**config.mk**
```make
export PLATFORM = sky130hd
export DESIGN_NAME = cpu
export DESIGN_NICKNAME = d
export VERILOG_FILES = /design/src/verilog/cpu_pkg.sv /design/src/verilog/cpu.sv /design/src/verilog/cpu_datapath.sv /design/src/verilog/cpu_decode.sv /design/src/verilog/cpu_fetch.sv /design/src/verilog/cpu_alu.sv /design/src/verilog/cpu_regfile.sv
export SDC_FILE = /design/constraint.sdc
export NUM_CORES = 1
export LEC_CHECK = 0
export BUFFER_PORTS_ARGS = -buffer_cell sky130_fd_sc_hd__buf_4
export CAP_MARGIN = 15
export CORE_ASPECT_RATIO = 1.5
export CORE_MARGIN = 2
export CORE_UTILIZATION = 45
export DETAILED_ROUTE_END_ITERATION = 8
export GPL_TIMING_DRIVEN = 0
export PLACE_DENSITY = 0.68
export REMOVE_ABC_BUFFERS = 1
export SLEW_MARGIN = 10
export SYNTH_ARGS = -nofsm -noshare
export SYNTH_HDL_FRONTEND = slang
export SYNTH_HIERARCHICAL = 1
export SYNTH_SLANG_ARGS = --single-unit
```
**constraint.sdc**
```tcl
create_clock -name clk -period 10.1 [get_ports clk]
set_clock_uncertainty 0.05 [all_clocks]
set_input_delay 2.525 -clock clk [delete_from_list [all_inputs] [get_ports clk]]
set_output_delay 2.525 -clock clk [all_outputs]
set_load 0.02 [all_outputs]
```
**src/verilog/cpu_pkg.sv**
```systemverilog
package cpu_pkg;

	localparam int data_w = 16;
	localparam int addr_w = 16;
	localparam int inst_w = 24;

	localparam logic [addr_w-1:0] reset_vector = 16'h4000;

	localparam logic [1:0] reg_x = 2'd0;
	localparam logic [1:0] reg_y = 2'd1;
	localparam logic [1:0] reg_z = 2'd2;

	// unlisted values execute as nop
	typedef enum logic [7:0] {
		op_nop       = 8'h00,
		op_trap      = 8'h01,
		op_ld_xl_imm = 8'h10,
		op_add_xl_imm = 8'h11,
		op_sub_xl_imm = 8'h12,
		op_and_xl_imm = 8'h13,
		op_or_xl_imm = 8'h14,
		op_xor_xl_imm = 8'h15,
		op_add_xl_dir = 8'h16,
		op_ld_xl_yrel = 8'h17,
		op_inc_xl    = 8'h18,
		op_ld_xh_xl  = 8'h19,
		op_ldw_y_imm = 8'h1a,
		op_ldw_z_y   = 8'h1b,
		op_incw_y    = 8'h1c,
		op_ld_dir_xl = 8'h20,
		op_ldw_dir_x = 8'h21,
		op_ldw_dir_y = 8'h22,
		op_jp        = 8'h30,
		op_jrz       = 8'h31,
		op_jrnz      = 8'h32,
		op_jrc       = 8'h33,
		op_jrnc      = 8'h34
	} opcode_t;

	typedef enum logic [3:0] {
		alu_pass8,
		alu_pass16,
		alu_add,
		alu_sub,
		alu_and,
		alu_or,
		alu_xor,
		alu_inc,
		alu_incw
	} alu_op_t;

	typedef enum logic [2:0] {
		src_xl,
		src_y,
		src_imm8,
		src_imm16,
		src_dread8
	} src_t;

	typedef enum logic [1:0] {
		st_xl,
		st_x,
		st_y
	} store_t;

	typedef struct packed {
		logic c;
		logic z;
		logic n;
	} flags_t;

	localparam flags_t fl_none = 3'b000;
	localparam flags_t fl_zn = 3'b011;
	localparam flags_t fl_czn = 3'b111;

	typedef struct packed {
		alu_op_t alu_op;
		src_t src;
		logic [1:0] wr_addr;
		logic [1:0] wr_en;
		logic to_high;
		logic [1:0] dw_en;
		store_t st_src;
		flags_t flag_mask;
		logic trap;
	} exec_ctrl_t;

	function automatic logic [1:0] insn_length(opcode_t op);
		case (op)
			op_ld_xl_imm, op_add_xl_imm, op_sub_xl_imm, op_and_xl_imm,
			op_or_xl_imm, op_xor_xl_imm, op_ld_xl_yrel,
			op_jrz, op_jrnz, op_jrc, op_jrnc:
				insn_length = 2'd2;
			op_ldw_y_imm, op_add_xl_dir, op_ld_dir_xl, op_ldw_dir_x,
			op_ldw_dir_y, op_jp:
				insn_length = 2'd3;
			default:
				insn_length = 2'd1;
		endcase
	endfunction

endpackage
```
**src/verilog/cpu.sv**
```systemverilog
module cpu
	import cpu_pkg::*;
(
	input  logic              clk,
	input  logic              reset,
	output logic [addr_w-1:0] iread_addr,
	input  logic [inst_w-1:0] iread_data,
	output logic [addr_w-1:0] dread_addr,
	input  logic [data_w-1:0] dread_data,
	output logic [addr_w-1:0] dwrite_addr,
	output logic [data_w-1:0] dwrite_data,
	output logic [1:0]        dwrite_en,
	output logic              trap
);
	logic [inst_w-1:0] inst;
	logic exec_valid;
	exec_ctrl_t ctrl;
	flags_t next_flags;
	logic [data_w-1:0] x;
	logic [data_w-1:0] y;
	logic [data_w-1:0] next_y;
	logic [1:0] wr_addr;
	logic [1:0] wr_en;
	logic [data_w-1:0] wr_data;

	cpu_fetch u_fetch (
		.clk       (clk),
		.reset     (reset),
		.iread_data(iread_data),
		.next_flags(next_flags),
		.next_y    (next_y),
		.iread_addr(iread_addr),
		.dread_addr(dread_addr),
		.inst      (inst),
		.exec_valid(exec_valid)
	);

	cpu_decode u_decode (
		.inst_opcode(opcode_t'(inst[7:0])),
		.exec_valid (exec_valid),
		.ctrl       (ctrl)
	);

	cpu_datapath u_datapath (
		.clk        (clk),
		.reset      (reset),
		.ctrl       (ctrl),
		.inst       (inst),
		.x          (x),
		.y          (y),
		.dread_data (dread_data),
		.wr_addr    (wr_addr),
		.wr_en      (wr_en),
		.wr_data    (wr_data),
		.next_flags (next_flags),
		.dwrite_addr(dwrite_addr),
		.dwrite_data(dwrite_data),
		.dwrite_en  (dwrite_en),
		.trap       (trap)
	);

	cpu_regfile u_regfile (
		.clk    (clk),
		.wr_addr(wr_addr),
		.wr_data(wr_data),
		.wr_en  (wr_en),
		.x      (x),
		.y      (y),
		.z      (),
		.next_y (next_y)
	);

endmodule

```
**src/verilog/cpu_datapath.sv**
```systemverilog
module cpu_datapath
	import cpu_pkg::*;
(
	input  logic              clk,
	input  logic              reset,
	input  exec_ctrl_t        ctrl,
	input  logic [inst_w-1:0] inst,
	input  logic [data_w-1:0] x,
	input  logic [data_w-1:0] y,
	input  logic [data_w-1:0] dread_data,
	output logic [1:0]        wr_addr,
	output logic [1:0]        wr_en,
	output logic [data_w-1:0] wr_data,
	output flags_t            next_flags,
	output logic [addr_w-1:0] dwrite_addr,
	output logic [data_w-1:0] dwrite_data,
	output logic [1:0]        dwrite_en,
	output logic              trap
);
	flags_t flags;
	flags_t alu_flags;
	logic [data_w-1:0] operand;
	logic [data_w-1:0] result;

	always_comb
	begin
		case (ctrl.src)
			src_y:
				operand = y;
			src_imm8:
				operand = {8'h00, inst[15:8]};
			src_imm16:
				operand = inst[23:8];
			src_dread8:
				operand = {8'h00, dread_data[7:0]};
			default:
				operand = {8'h00, x[7:0]};
		endcase
	end

	// accumulator is always xl
	cpu_alu u_alu (
		.op       (ctrl.alu_op),
		.a        (x),
		.b        (operand),
		.result   (result),
		.flags_out(alu_flags)
	);

	assign next_flags = (alu_flags & ctrl.flag_mask) | (flags & ~ctrl.flag_mask);

	always_ff @(posedge clk)
	begin
		if (reset)
			flags <= '0;
		else
			flags <= next_flags;
	end

	assign wr_addr = ctrl.wr_addr;
	assign wr_en = ctrl.wr_en;
	assign wr_data = ctrl.to_high ? {result[7:0], result[7:0]} : result;

	// stores only use direct addressing
	assign dwrite_addr = inst[23:8];
	assign dwrite_en = ctrl.dw_en;
	assign dwrite_data = (ctrl.st_src == st_y) ? y :
		(ctrl.st_src == st_x) ? x : {8'h00, x[7:0]};

	assign trap = ctrl.trap;

endmodule

```
**src/verilog/cpu_decode.sv**
```systemverilog
module cpu_decode
	import cpu_pkg::*;
(
	input  opcode_t    inst_opcode,
	input  logic       exec_valid,
	output exec_ctrl_t ctrl
);

	always_comb
	begin
		ctrl = '0;
		ctrl.wr_addr = reg_x;
		ctrl.flag_mask = fl_none;
		if (exec_valid)
		begin
			case (inst_opcode)
				op_ld_xl_imm, op_add_xl_imm, op_sub_xl_imm, op_and_xl_imm,
				op_or_xl_imm, op_xor_xl_imm:
				begin
					ctrl.src = src_imm8;
					ctrl.wr_en = 2'b01;
					ctrl.flag_mask = fl_zn;
					case (inst_opcode)
						op_add_xl_imm:
						begin
							ctrl.alu_op = alu_add;
							ctrl.flag_mask = fl_czn;
						end
						op_sub_xl_imm:
						begin
							ctrl.alu_op = alu_sub;
							ctrl.flag_mask = fl_czn;
						end
						op_and_xl_imm:
							ctrl.alu_op = alu_and;
						op_or_xl_imm:
							ctrl.alu_op = alu_or;
						op_xor_xl_imm:
							ctrl.alu_op = alu_xor;
						default:
							ctrl.alu_op = alu_pass8;
					endcase
				end
				op_add_xl_dir:
				begin
					ctrl.alu_op = alu_add;
					ctrl.src = src_dread8;
					ctrl.wr_en = 2'b01;
					ctrl.flag_mask = fl_czn;
				end
				op_ld_xl_yrel:
				begin
					ctrl.src = src_dread8;
					ctrl.wr_en = 2'b01;
					ctrl.flag_mask = fl_zn;
				end
				op_inc_xl:
				begin
					ctrl.alu_op = alu_inc;
					ctrl.wr_en = 2'b01;
					ctrl.flag_mask = fl_czn;
				end
				op_ld_xh_xl:
				begin
					ctrl.wr_en = 2'b10;
					ctrl.to_high = 1'b1;
				end
				op_ldw_y_imm, op_ldw_z_y:
				begin
					ctrl.alu_op = alu_pass16;
					ctrl.src = (inst_opcode == op_ldw_z_y) ? src_y : src_imm16;
					ctrl.wr_addr = (inst_opcode == op_ldw_z_y) ? reg_z : reg_y;
					ctrl.wr_en = 2'b11;
					ctrl.flag_mask = fl_zn;
				end
				op_incw_y:
				begin
					ctrl.alu_op = alu_incw;
					ctrl.src = src_y;
					ctrl.wr_addr = reg_y;
					ctrl.wr_en = 2'b11;
					ctrl.flag_mask = fl_czn;
				end
				op_ld_dir_xl:
				begin
					ctrl.dw_en = 2'b01;
					ctrl.st_src = st_xl;
				end
				op_ldw_dir_x, op_ldw_dir_y:
				begin
					ctrl.dw_en = 2'b11;
					ctrl.st_src = (inst_opcode == op_ldw_dir_y) ? st_y : st_x;
				end
				op_trap:
					ctrl.trap = 1'b1;
				// jumps are handled in fetch
				default:
					ctrl.wr_en = 2'b00;
			endcase
		end
	end

endmodule

```
**src/verilog/cpu_fetch.sv**
```systemverilog
module cpu_fetch
	import cpu_pkg::*;
(
	input  logic              clk,
	input  logic              reset,
	input  logic [inst_w-1:0] iread_data,
	input  flags_t            next_flags,
	input  logic [data_w-1:0] next_y,
	output logic [addr_w-1:0] iread_addr,
	output logic [addr_w-1:0] dread_addr,
	output logic [inst_w-1:0] inst,
	output logic              exec_valid
);
	opcode_t fop;
	logic [7:0] disp;
	logic [addr_w-1:0] pc;
	logic [addr_w-1:0] next_pc;
	logic fetch_valid;
	logic taken;

	// pc is the address of the instruction now on iread_data
	assign fop = opcode_t'(iread_data[7:0]);
	assign disp = iread_data[15:8];

	always_comb
	begin
		case (fop)
			op_jrz:
				taken = next_flags.z;
			op_jrnz:
				taken = !next_flags.z;
			op_jrc:
				taken = next_flags.c;
			op_jrnc:
				taken = !next_flags.c;
			default:
				taken = 1'b0;
		endcase

		// hold at the reset vector until its word is on iread_data
		if (!fetch_valid)
			next_pc = pc;
		else if (fop == op_jp)
			next_pc = iread_data[23:8];
		else if (taken)
			next_pc = pc + {{8{disp[7]}}, disp};
		else
			next_pc = pc + {{(addr_w-2){1'b0}}, insn_length(fop)};
	end

	assign iread_addr = next_pc;
	assign dread_addr = (fop == op_ld_xl_yrel) ? next_y + {8'h00, disp} : iread_data[23:8];

	always_ff @(posedge clk)
	begin
		if (reset)
		begin
			pc <= reset_vector;
			fetch_valid <= 1'b0;
			exec_valid <= 1'b0;
		end
		else
		begin
			pc <= next_pc;
			fetch_valid <= 1'b1;
			exec_valid <= fetch_valid;
		end
	end

	always_ff @(posedge clk)
	begin
		inst <= iread_data;
	end

endmodule

```
**src/verilog/cpu_alu.sv**
```systemverilog
module cpu_alu
	import cpu_pkg::*;
(
	input  alu_op_t           op,
	input  logic [data_w-1:0] a,
	input  logic [data_w-1:0] b,
	output logic [data_w-1:0] result,
	output flags_t            flags_out
);
	logic [16:0] sum;
	logic carry;
	logic wide;

	// binary ops take a as the accumulator, unary ops work on b
	always_comb
	begin
		sum = 17'd0;
		carry = 1'b0;
		wide = 1'b0;
		result = {8'h00, b[7:0]};
		case (op)
			alu_pass16:
			begin
				result = b;
				wide = 1'b1;
			end
			alu_add:
			begin
				sum = {9'd0, a[7:0]} + {9'd0, b[7:0]};
				result = {8'h00, sum[7:0]};
				carry = sum[8];
			end
			alu_sub:
			begin
				sum = {9'd0, a[7:0]} - {9'd0, b[7:0]};
				result = {8'h00, sum[7:0]};
				// borrow
				carry = sum[8];
			end
			alu_and:
				result = {8'h00, a[7:0] & b[7:0]};
			alu_or:
				result = {8'h00, a[7:0] | b[7:0]};
			alu_xor:
				result = {8'h00, a[7:0] ^ b[7:0]};
			alu_inc:
			begin
				sum = {9'd0, b[7:0]} + 17'd1;
				result = {8'h00, sum[7:0]};
				carry = sum[8];
			end
			alu_incw:
			begin
				sum = {1'b0, b} + 17'd1;
				result = sum[15:0];
				carry = sum[16];
				wide = 1'b1;
			end
			default:
				result = {8'h00, b[7:0]};
		endcase
		flags_out.c = carry;
		flags_out.z = wide ? (result == 16'h0000) : (result[7:0] == 8'h00);
		flags_out.n = wide ? result[15] : result[7];
	end

endmodule

```
**src/verilog/cpu_regfile.sv**
```systemverilog
module cpu_regfile
	import cpu_pkg::*;
(
	input  logic              clk,
	input  logic [1:0]        wr_addr,
	input  logic [data_w-1:0] wr_data,
	input  logic [1:0]        wr_en,
	output logic [data_w-1:0] x,
	output logic [data_w-1:0] y,
	output logic [data_w-1:0] z,
	output logic [data_w-1:0] next_y
);
	logic [data_w-1:0] regs [3];

	assign x = regs[reg_x];
	assign y = regs[reg_y];
	assign z = regs[reg_z];

	// next value of y feeds the fetch address adder
	assign next_y[15:8] = (wr_addr == reg_y && wr_en[1]) ? wr_data[15:8] : regs[reg_y][15:8];
	assign next_y[7:0] = (wr_addr == reg_y && wr_en[0]) ? wr_data[7:0] : regs[reg_y][7:0];

	always_ff @(posedge clk)
	begin
		if (wr_en[0])
			regs[wr_addr][7:0] <= wr_data[7:0];
		if (wr_en[1])
			regs[wr_addr][15:8] <= wr_data[15:8];
	end

endmodule

```
After elaboration in Yosys (flattened, before gate mapping):

Memories as Yosys holds them, arrays and structs flattened.
Cells that the tools add are included.

* bits in registers: 45
* memory bits (writable): 48
* memory bits (read-only): 128
* input bits: 42
* output and inout bits: 67
* word-level logic and storage cells: 117
* memories kept: 2

Memories
* (name not given): depth 64, width 2, rd ports 1, clocked after Yosys merged registers in 0, write ports 0, line cpu_pkg.sv:89 `case (op)`
* u_regfile.regs: depth 3, width 16, rd ports 2, clocked after Yosys merged registers in 0, write ports 1, line cpu_regfile.sv:13 `logic [data_w-1:0] regs [3];`

* add/subtract/negate cells: 7
* equal/unequal tests: 38
* multiplexer cells: 39
* bitwise logic cells: 7
* reduce and logical (&&, ||, !) cells: 17

Operators with widths (count)
* 16-bit case mux with 8 select lines: 1
* 8-bit by 5-bit equality test with 1-bit output, second input constant: 14
* 16-bit 2-to-1 mux: 7
* 8-bit by 6-bit equality test with 1-bit output, second input constant: 8
* 16-bit case mux with 4 select lines: 1
* 20-bit 2-to-1 mux: 1
* 4-bit case mux with 5 select lines: 1
* 16-bit by 1-bit adder with 17-bit output, second input constant: 1
* 16-bit adder: 1
* 16-bit by 2-bit adder with 16-bit output: 1
* 16-bit by 8-bit adder with 16-bit output: 1
* 4-bit by 3-bit equality test with 1-bit output, second input constant: 4
* 16-bit logical NOT: 1
* 8-bit 2-to-1 mux: 2
* 3-bit case mux with 5 select lines: 1
* 2-bit 2-to-1 mux: 7
* 3-bit case mux with 4 select lines: 1
* 1-bit 2-to-1 mux: 10
* 2-bit OR reduction: 5
* 8-bit by 1-bit adder with 9-bit output, second input constant: 1
* 8-bit by 8-bit adder with 9-bit output: 1
* 3-bit case mux with 3 select lines: 1
* 3-bit OR reduction: 3
* 9-bit OR reduction: 1
* 26 further kinds: 33

Logic depth before layout (Yosys ltp):

Gate-level depths: netlist (run 1).

* word-level depth: 22
* mapped depth: 31
* depth with buffers taken out: 28

Cells and area by module:

The synthesis (run 1) kept the hierarchy.

Modules (own cells, without submodules)
* cpu_fetch: instances 1, cells an instance 363, area an instance 2992.9 µm²
* cpu_alu: instances 1, cells an instance 279, area an instance 1844.3 µm²
* cpu_regfile: instances 1, cells an instance 72, area an instance 1686.6 µm²
* cpu_datapath: instances 1, cells an instance 132, area an instance 993.5 µm²
* cpu_decode: instances 1, cells an instance 53, area an instance 321.6 µm²

Worst setup path before layout (run 1):

OpenSTA, ideal clock, no wires.

* kind: input-to-output
* start: in dread_data[4]
* end: out iread_addr[12]
* data arrival time: 8.208 ns
* required time: 7.525 ns
* setup slack: -0.683 ns
* stages on the path: 25
* cells stage by stage: nand2b_1 > o221a_1 > inv_1 > ha_1 > buf_2 > nor2_1 > a221o_1 > or4_1 > o21ai_0 > a221oi_1 > o21ai_0 > nor4_2 > mux2_2 > mux2i_1 > a31oi_1 > o2111a_1 > mux2_2 > ha_1 > fa_1 > a211oi_2 > o21ai_1 > a31oi_1 > o21ai_1 > xnor2_1 > a211oi_1

RTL lines
* start, declared: line cpu.sv:9 `input logic [data_w-1:0] dread_data,`
* end, declared: line cpu.sv:6 `output logic [addr_w-1:0] iread_addr,`

==> results of run 1 <==
## worst min-delay path by stage
stage	to	slack (ns)
4_1_cts	u_fetch/pc[15]	0.49
2_1_floorplan	u_fetch/pc[15]	0.43
6_report	u_fetch/pc[8]	0.50
3_5_place_dp	u_fetch/pc[15]	0.48
3_3_place_gp	u_fetch/pc[15]	0.46
5_1_grt	u_fetch/pc[7]	0.52
## where the power goes
group / internal [mW] / total (mW) / switching [mW]
registers: 0.327 / 0.338 / 0.0108
logic: 0.0698 / 0.149 / 0.0789
clock network: 0.232 / 0.360 / 0.128
total: 0.629 / 0.847 / 0.217
## state kept, by name (all words and copies together), names as in the netlist
name and cells:
u_fetch/inst 24, u_fetch/fetch_valid 1, u_regfile/regs 32, u_datapath/flags 2, u_fetch/exec_valid 1, u_fetch/pc 16
## cells in the final DEF (no fill, tap or decap), drive strengths merged, types with 19 or more instances in the layout
cell and count:
ha 48, nand2 94, o21ai 59, a21oi 59, dfxtp 44, edfxtp 32
mux2 31, xnor2 20, nand2b 19, nor2 68, inv 44, buf 153
a31oi 20
## what timing repair did
| action | CTS | global route |
|---|---|---|
| pin swaps | 36 | 23 |
| endpoints found under the setup margin | 16 | 16 |
| hold buffers | 0 | 0 |
| resized for setup | 53 | 53 |
| buffers inserted | 38 | 6 |
| cloned | 0 | 0 |
## through the flow
step	setup WS [ns]	instance area, sq um	cells
3_3_place_gp	-2.48	7860	1114
4_1_cts	-0.811	8840	1174
6_report	-0.847	9150	1183
3_5_place_dp	-1.73	7970	1120
5_1_grt	-0.955	9150	1183
2_1_floorplan	-0.769	6860	808
## metal layers
metal  global-route usage, %  part of all wire [%]  up-vias  routed length [um]
li1                        -                     -     3371                   -
met1                    28.0                    37     3393                8360
met2                    48.5                    53      256               12200
met3                    2.65                   4.6       72                1060
met4                    12.4                   5.3        0                1200
met5                       0                     0        -                   0
## critical path, delay by kind of cell
family,cells,cell delay (ns)
XOR/XNOR,1,0.21
AO/OA/AOI/OAI,9,1.86
buffers and inverters,27,3.25
adder cells (fa/ha/maj),4,1.15
AND/OR/NAND/NOR,6,1.36
multiplexers,4,0.76
## cell type report
class | instances | area (sq um) | area share [%]
multi-input cells | 689 | 5320 | 58.1
flip-flops and latches | 76 | 1840 | 20.1
repair buffers | 153 | 1240 | 13.5
well taps | 206 | 258 | 2.82
clock buffers | 11 | 254 | 2.77
inverters | 43 | 161 | 1.76
clock inverters | 5 | 82.6 | 0.902
==> results.ini, run 1 <==
[setup_path]
reg2reg_depth = 55
r2r_end = u_fetch/pc[6]
worstPathRequired_ns = 10.31
worstPathArrival_ns = 11.15
critical_path.slowest_cell = or4_4
crit_fanout = 3
critPathCapture = u_fetch/pc[6]
startpoint = dread_data[0]
regToRegSetupSlack_ns = -0.51
cp-end-kind = register
cp-start-kind = input port
cpPeakStageDelay_ns = 0.48
r2r-start = u_fetch/exec_valid
critical_path_class = input port to register
crit_path_frequent_cell = buf_4

[yosys]
netlist_instances = 877
syn_avg_cell_area_sq_um = 8.31
ys_warn_count = 6
synthesis.area_sq_um = 7290

[worst_hold_path]
worstHoldPathType = register to register
hold_depth = 2
min_from = u_fetch/pc[8]

[clock_tree]
htreeDepth = 3
cts_buffer_depth = 2
clockRootBuffer = clkbuf_16
path_clk_slew_ns = 0.06
insertion_delay_ns = 0.34
numCtsBuffers = 9
cts_tree = yes
clock-sinks = 76

[sta]
period_share_pct = 108
fmaxAchievable_mhz = 91.4
worst_pin_slew_ns = 1.17
setup_viol = 15
final_critical_path_setup_slack_ns = -0.847
max_slew_margin_pct = 21.2
rsz0062_at_grt = true
period_minus_slack_ns = 10.95
drv_slew = 0
hold_viol_final = 0
fin_tns_setup_ns = -7.16
hold_slack_ns = 0.502

[global_routing]
grt_max_degree = 34
track_usage_pct = 25.8
grt_pass1_vias = 6811
antenna_found_initial = 0
grt_pass1_wl_mm = 35.0
grt_overflow = 0

[floorplan]
core_sq_um = 16000
rows = 57
start_util_pct = 45.4
die_y_um = 160
ioPinCount = 109
die_area_sq_um = 17300
fp.dieW_um = 108

[power_and_ir_drop]
p_leak_nw = 3.74
peakVddDrop_mv = 0.0849
p_per_area_nw_per_um2 = 92.5
total_power_uw = 847

[route]
viasPerCell = 5.99
drc = 0
drtIter0Drc = 492
first_pass_iters = 5
vias = 7092
antenna_left = 0
wire_per_inst_um = 19.3
routed_wl_mm = 22.8

[final_layout]
fin_nets = 1066
drive_gt1_share_pct = 31.1
final_util_pct = 57.0
nFillCells = 1424
antenna_cells = 0
area_growth_pct = 25.5

[placement]
hpwlAfterDp_mm = 16.6
gp_congestion = 0.991
io_buffer_count = 100

[status]
violations = setup timing
status = finished, violations left

[flow_run]
cap_violations = 0

Power figures use the tool's default switching activity.
==> run 2: changes to the inputs <==
--- a/config.mk
+++ b/config.mk
@@ -8,7 +8,7 @@
 export BUFFER_PORTS_ARGS = -buffer_cell sky130_fd_sc_hd__buf_4
 export CAP_MARGIN = 15
 export CORE_ASPECT_RATIO = 1.5
-export CORE_MARGIN = 2
+export CORE_MARGIN = 4
 export CORE_UTILIZATION = 45
 export DETAILED_ROUTE_END_ITERATION = 8
 export GPL_TIMING_DRIVEN = 0
==> results.ini, run 2 (synthesis gave the netlist of run 1 again) <==
[status]
status = finished, violations left  ; unchanged
violations = setup timing  ; unchanged

[floorplan]
rows = 56  ; was 57
fp.dieW_um = 112  ; was 108 um
start_util_pct = 46.3  ; was 45.4%
core_sq_um = 15800  ; was 16,000 sq um
die_area_sq_um = 18300  ; was 17,300 sq um
ioPinCount = 109  ; unchanged
die_y_um = 164  ; was 160 um

[final_layout]
reg_top3 = u_regfile/regs: 32 flops, u_fetch/inst: 24 flops, u_fetch/pc: 16 flops  ; unchanged
final_common_cell = buf_4  ; unchanged
fin_nets = 1051  ; was 1,066
largest_reg_flops = 32  ; unchanged
largest-register = u_regfile/regs  ; unchanged
antenna_cells = 0  ; unchanged
nFillCells = 1437  ; was 1,424
final_cell_mix = 121 x buf_4, 91 x nand2_1, 64 x nor2_1  ; was 130 x buf_4, 91 x nand2_1, 65 x nor2_1
area_growth_pct = 24.3  ; was 25.5%
drive_gt1_share_pct = 31.0  ; was 31.1%

[sta]
setup_viol = 14  ; was 15
worst_pin_slew_ns = 0.899  ; was 1.17 ns
drv_slew = 0  ; unchanged
fmaxAchievable_mhz = 92.9  ; was 91.4 MHz
max_slew_margin_pct = 40.0  ; was 21.2%
rsz0062_at_grt = true  ; unchanged
hold_viol_final = 0  ; unchanged
period_minus_slack_ns = 10.77  ; was 10.95 ns
hold_slack_ns = 0.487  ; was 0.502 ns
period_share_pct = 107  ; was 108%
final_critical_path_setup_slack_ns = -0.668  ; was -0.847 ns

[worst_hold_path]
worstHoldPathType = register to register  ; unchanged

[global_routing]
grt_overflow = 0  ; unchanged
grt_pass1_vias = 6552  ; was 6,811
grt_pass1_wl_mm = 33.8  ; was 35.0 mm
grt_max_degree = 34  ; unchanged
antenna_found_initial = 0  ; unchanged
track_usage_pct = 22.9  ; was 25.8%

[setup_path]
critical_path_class = input port to primary output  ; was input port to register
worstPathRequired_ns = 7.53  ; was 10.31 ns
cp-start-kind = input port  ; unchanged
worstPathArrival_ns = 8.19  ; was 11.15 ns
cp-end-kind = primary output  ; was register
crit_fanout = 3  ; unchanged

[placement]
gp_congestion = 0.941  ; was 0.991
io_buffer_count = 100  ; unchanged
hpwlAfterDp_mm = 16.6  ; about the same
dp_slack_ns = -1.73  ; about the same

[power_and_ir_drop]
p_per_area_nw_per_um2 = 88.0  ; was 92.5 nW/um^2
p_leak_nw = 3.62  ; was 3.74 nW
peakVddDrop_mv = 0.0956  ; was 0.0849 mV

[clock_tree]
path_clk_slew_ns = 0.06  ; about the same
cts_tree = yes  ; unchanged
htreeDepth = 3  ; unchanged
clockRootBuffer = clkbuf_16  ; unchanged
insertion_delay_ns = 0.34  ; about the same
clock-sinks = 76  ; unchanged
numCtsBuffers = 9  ; unchanged
cts_buffer_depth = 2  ; unchanged

[route]
viasPerCell = 5.91  ; was 5.99
first_pass_iters = 5  ; unchanged
wire_per_inst_um = 18.9  ; was 19.3 um
vias = 6882  ; was 7,092
routed_wl_mm = 22.0  ; was 22.8 mm
antenna_left = 0  ; unchanged
drtIter0Drc = 428  ; was 492
drc = 0  ; unchanged

[flow_run]
cap_violations = 0  ; unchanged

-- run 2: changes by cell type in the layout (fill, tap and decap cells not counted), moves of 2 or more --
cell        delta
ha_1           -8
a31oi_2        -2
bufinv_16      -2
clkinvlp_4     +2
ha_2           +3
xnor2_2        -2
ha_4           +5
o221ai_2       -2
buf_6          -9
xnor2_1        +2
buf_4          -9
a31oi_4        +2
o221ai_1       +2
-- run 2: final cells by class --
cell class | instances | area [sq um] | area share [%]
multi-input combinational | 689 | 5390 | 59.5
sequential | 76 | 1840 | 20.3
timing repair buffer | 138 | 1110 | 12.2
clock buffer | 11 | 264 | 2.91
tap | 203 | 254 | 2.80
inverter | 43 | 165 | 1.82
clock inverter | 5 | 40.0 | 0.442
-- run 2: worst max-delay path, cell delays in order --
cell,delay [ns]
buf_6,0.09
nand2b_4,0.13
o221a_4,0.27
ha_1,0.22
fa_2,0.37
o21bai_1,0.23
a2111o_1,0.17
o21ai_0,0.08
or4_4,0.57
nor4_4,0.14
nand4b_1,0.20
nor4_4,0.23
mux2_4,0.22
mux2i_1,0.18
a31oi_1,0.08
o2111a_2,0.30
mux2_4,0.32
ha_4,0.17
fa_2,0.37
a211oi_4,0.26
buf_6,0.14
o21ai_4,0.07
a31oi_4,0.20
buf_6,0.13
xnor2_2,0.10
mux2i_1,0.11
a21oi_1,0.15
buf_4,0.15
-- run 2: metal layers --
layer  part of all wire (%)  global-route usage, %  wire, um
met4                    4.4                   10.4       967
met2                     54                   43.8     11900
met5                      0                      0         0
met3                    4.1                   2.36       904
met1                     38                   25.3      8250
-- run 2: repair_timing --
action	CTS	global route
pin swaps	29	33
gates resized for setup	45	67
endpoints found under the hold margin	0	0
buffers inserted	17	11
endpoints found under the setup margin	16	15
hold buffers	0	0
gates cloned	0	0
-- run 2: where the power goes --
| part | total [mW] | internal, mW | switching [mW] | leakage, nW |
|---|---|---|---|---|
| registers | 0.338 | 0.327 | 0.0110 | 0.673 |
| clock network | 0.323 | 0.190 | 0.132 | 0.148 |
| logic | 0.138 | 0.0628 | 0.0747 | 2.80 |
| total | 0.798 | 0.580 | 0.218 | 3.62 |
-- run 2: final timing paths --
check / start / endpoint / slack, ns / depth (start not counted)
worst min-delay path: u_fetch/pc[15] / u_fetch/pc[15] / 0.49 / 2
worst min register to register: u_fetch/pc[15] / u_fetch/pc[15] / 0.49 / 2
worst max-delay path: dread_data[0] / iread_addr[8] / -0.67 / 28
worst max register to register: u_fetch/exec_valid / u_fetch/pc[12] / 2.38 / 29
-- run 2: per-stage QoR --
step           cell area, sq um  power [mW]  instances  utilization (%)  TNS (ns)
2_1_floorplan              6860       0.410        808                -     -4.80
3_3_place_gp               7860       0.461       1111             49.9    -33.12
3_5_place_dp               7960       0.463       1118             50.5    -19.82
4_1_cts                    8600       0.794       1151             54.6     -8.74
5_1_grt                    9070       0.826       1165             57.5     -9.75
6_report                   9070       0.798       1165             57.5     -7.28
==> run 3: changes to the inputs <==
--- a/config.mk
+++ b/config.mk
@@ -9,10 +9,9 @@
 export CAP_MARGIN = 15
 export CORE_ASPECT_RATIO = 1.5
 export CORE_MARGIN = 4
-export CORE_UTILIZATION = 45
+export CORE_UTILIZATION = 34
 export DETAILED_ROUTE_END_ITERATION = 8
 export GPL_TIMING_DRIVEN = 0
-export PLACE_DENSITY = 0.68
 export REMOVE_ABC_BUFFERS = 1
 export SLEW_MARGIN = 10
 export SYNTH_ARGS = -nofsm -noshare
==> results.ini, run 3 (synthesis gave the netlist of run 1 again) <==
[status]
status = finished, violations left  ; unchanged
violations = setup timing  ; unchanged

[global_routing]
track_usage_pct = 19.2  ; was 22.9%
grt_overflow = 0  ; unchanged
busiest_layer = met2  ; unchanged
grt_pass1_vias = 6941  ; was 6,552
grtUsageMet3_pct = 1.80  ; was 2.36%
grtUsageMet2_pct = 36.9  ; was 43.8%
grt_pass1_wl_mm = 36.6  ; was 33.8 mm
grt_max_degree = 34  ; unchanged
use_met1_pct = 19.9  ; was 25.3%
antenna_found_initial = 0  ; unchanged

[clock_tree]
path_clk_slew_ns = 0.07  ; was 0.06 ns
clockRootBuffer = clkbuf_16  ; unchanged
insertion_delay_ns = 0.34  ; about the same
cts_tree = yes  ; unchanged
clock-sinks = 76  ; unchanged
htreeDepth = 3  ; unchanged
cts_buffer_depth = 2  ; unchanged
numCtsBuffers = 9  ; unchanged

[power_and_ir_drop]
p_leak_nw = 3.78  ; was 3.62 nW
p_per_area_nw_per_um2 = 89.7  ; was 88.0 nW/um^2
peakVddDrop_mv = 0.0891  ; was 0.0956 mV

[sta]
period_minus_slack_ns = 10.73  ; was 10.77 ns
drv_slew = 0  ; unchanged
fmaxAchievable_mhz = 93.2  ; was 92.9 MHz
hold_viol_final = 0  ; unchanged
rsz0062_at_grt = true  ; unchanged
max_slew_margin_pct = 18.3  ; was 40.0%
worst_pin_slew_ns = 1.22  ; was 0.899 ns
setup_viol = 15  ; was 14
final_critical_path_setup_slack_ns = -0.625  ; was -0.668 ns
period_share_pct = 106  ; was 107%

[floorplan]
die_y_um = 187  ; was 164 um
rows = 65  ; was 56
fp.dieW_um = 128  ; was 112 um
die_area_sq_um = 23900  ; was 18,300 sq um
start_util_pct = 34.6  ; was 46.3%
ioPinCount = 109  ; unchanged
core_sq_um = 21100  ; was 15,800 sq um

[final_layout]
fin_nets = 1074  ; was 1,051
drive_gt1_share_pct = 32.3  ; was 31.0%
largest_reg_flops = 32  ; unchanged
final_util_pct = 44.5  ; was 57.5%
nFillCells = 2012  ; was 1,437
layout.area.seq_sq_um = 1840  ; unchanged
stdcell_count = 1253  ; was 1,165
final_cell_mix = 139 x buf_4, 92 x nand2_1, 64 x nor2_1  ; was 121 x buf_4, 91 x nand2_1, 64 x nor2_1
largest-register = u_regfile/regs  ; unchanged
antenna_cells = 0  ; unchanged
reg_top3 = u_regfile/regs: 32 flops, u_fetch/inst: 24 flops, u_fetch/pc: 16 flops  ; unchanged
area_growth_pct = 28.4  ; was 24.3%
multi_input_area_sq_um = 5410  ; was 5390 sq um
final_common_cell = buf_4  ; unchanged

[placement]
numPlacedInstances = 1183  ; was 1,118
gp_congestion = 0.933  ; was 0.941
hpwlAfterDp_mm = 18.0  ; was 16.6 mm
io_buffer_count = 100  ; unchanged

[setup_path]
worstPathRequired_ns = 7.53  ; about the same
worstPathArrival_ns = 8.15  ; was 8.19 ns
critical_path_class = input port to primary output  ; unchanged
crit_fanout = 3  ; unchanged
reg2reg_depth = 55  ; was 29
cp-end-kind = primary output  ; unchanged
cp-start-kind = input port  ; unchanged

[route]
routed_wl_mm = 23.7  ; was 22.0 mm
antenna_left = 0  ; unchanged
vias = 7003  ; was 6,882
viasPerCell = 5.59  ; was 5.91
drtIter0Drc = 428  ; unchanged
wire_per_inst_um = 18.9  ; about the same
drc = 0  ; unchanged
first_pass_iters = 5  ; unchanged

[worst_hold_path]
worstHoldPathType = register to register  ; unchanged
hold_depth = 2  ; unchanged

[flow_run]
cap_violations = 0  ; unchanged

==> run 3: cell count changes in the layout (fill, tap and decap cells not counted), sizes merged <==
cell / delta
bufinv: +2
clkbuf: -2
buf: +23
==> run 3: power by group <==
group	switching [mW]	internal, mW	leakage [nW]
sequential	0.0115	0.327	0.673
clock	0.132	0.218	0.152
combinational	0.0786	0.0732	2.95
total	0.222	0.618	3.78
==> run 3: stage by stage <==
step | hold slack [ns] | power, mW | cell area (sq um) | setup slack (ns) | TNS [ns]
finish | 0.483 | 0.840 | 9370 | -0.625 | -6.71
global route | 0.561 | 0.872 | 9370 | -0.829 | -9.96
CTS | 0.480 | 0.835 | 8940 | -0.830 | -9.61
detailed placement | 0.464 | 0.465 | 8050 | -1.77 | -19.96
global placement | 0.461 | 0.462 | 7940 | -2.52 | -35.10
floorplan | 0.427 | 0.410 | 6860 | -0.769 | -4.80
==> run 3: worst max-delay path: stages <==
cell and delay (ns):
buf_6 0.09, nand2b_4 0.13, o221a_4 0.24, ha_1 0.22
fa_2 0.38, o21bai_2 0.20, a2111o_1 0.16, o21ai_0 0.09
or4_4 0.57, nor4_2 0.14, nand4b_1 0.17, nor4_4 0.26
mux2_4 0.23, mux2i_1 0.17, a31oi_1 0.07, o2111a_2 0.29
mux2_4 0.32, ha_4 0.17, fa_2 0.41, a211oi_4 0.29
o21ai_4 0.11, a31oi_4 0.21, buf_6 0.13, o21ai_2 0.07
xnor2_2 0.15, a211oi_2 0.20, buf_4 0.17
==> run 3: cell type report <==
type	count	share of cell area (%)
inverter	43	1.72
clock buffer	9	2.40
tap	268	3.58
sequential	76	19.7
timing repair buffer	161	13.9
clock inverter	7	1.04
multi-input combinational	689	57.7
==> run 3: final timing paths <==
kind,startpoint,to,slack [ns]
worst max-delay path,dread_data[0],iread_addr[12],-0.63
worst min-delay path,u_fetch/pc[15],u_fetch/pc[15],0.48
worst max register to register,u_fetch/exec_valid,u_fetch/pc[8],-0.28
worst min register to register,u_fetch/pc[15],u_fetch/pc[15],0.48
==> run 3: layer usage <==
metal  wire (um)  part of all wire, %  vias to the layer above
met2       13000                   55                      219
li1            -                    -                     3380
met4        1270                  5.3                        0
met5           0                    0                        -
met1        8540                   36                     3335
met3         958                  4.0                       69
==> run 3: what timing repair did <==
item,4_1_cts,5_1_grt
gates cloned,0,0
gates resized for setup,65,51
hold endpoints to repair,0,0
setup buffers,37,15
setup endpoints to repair,16,16
pin swaps,38,26
hold buffers,0,0
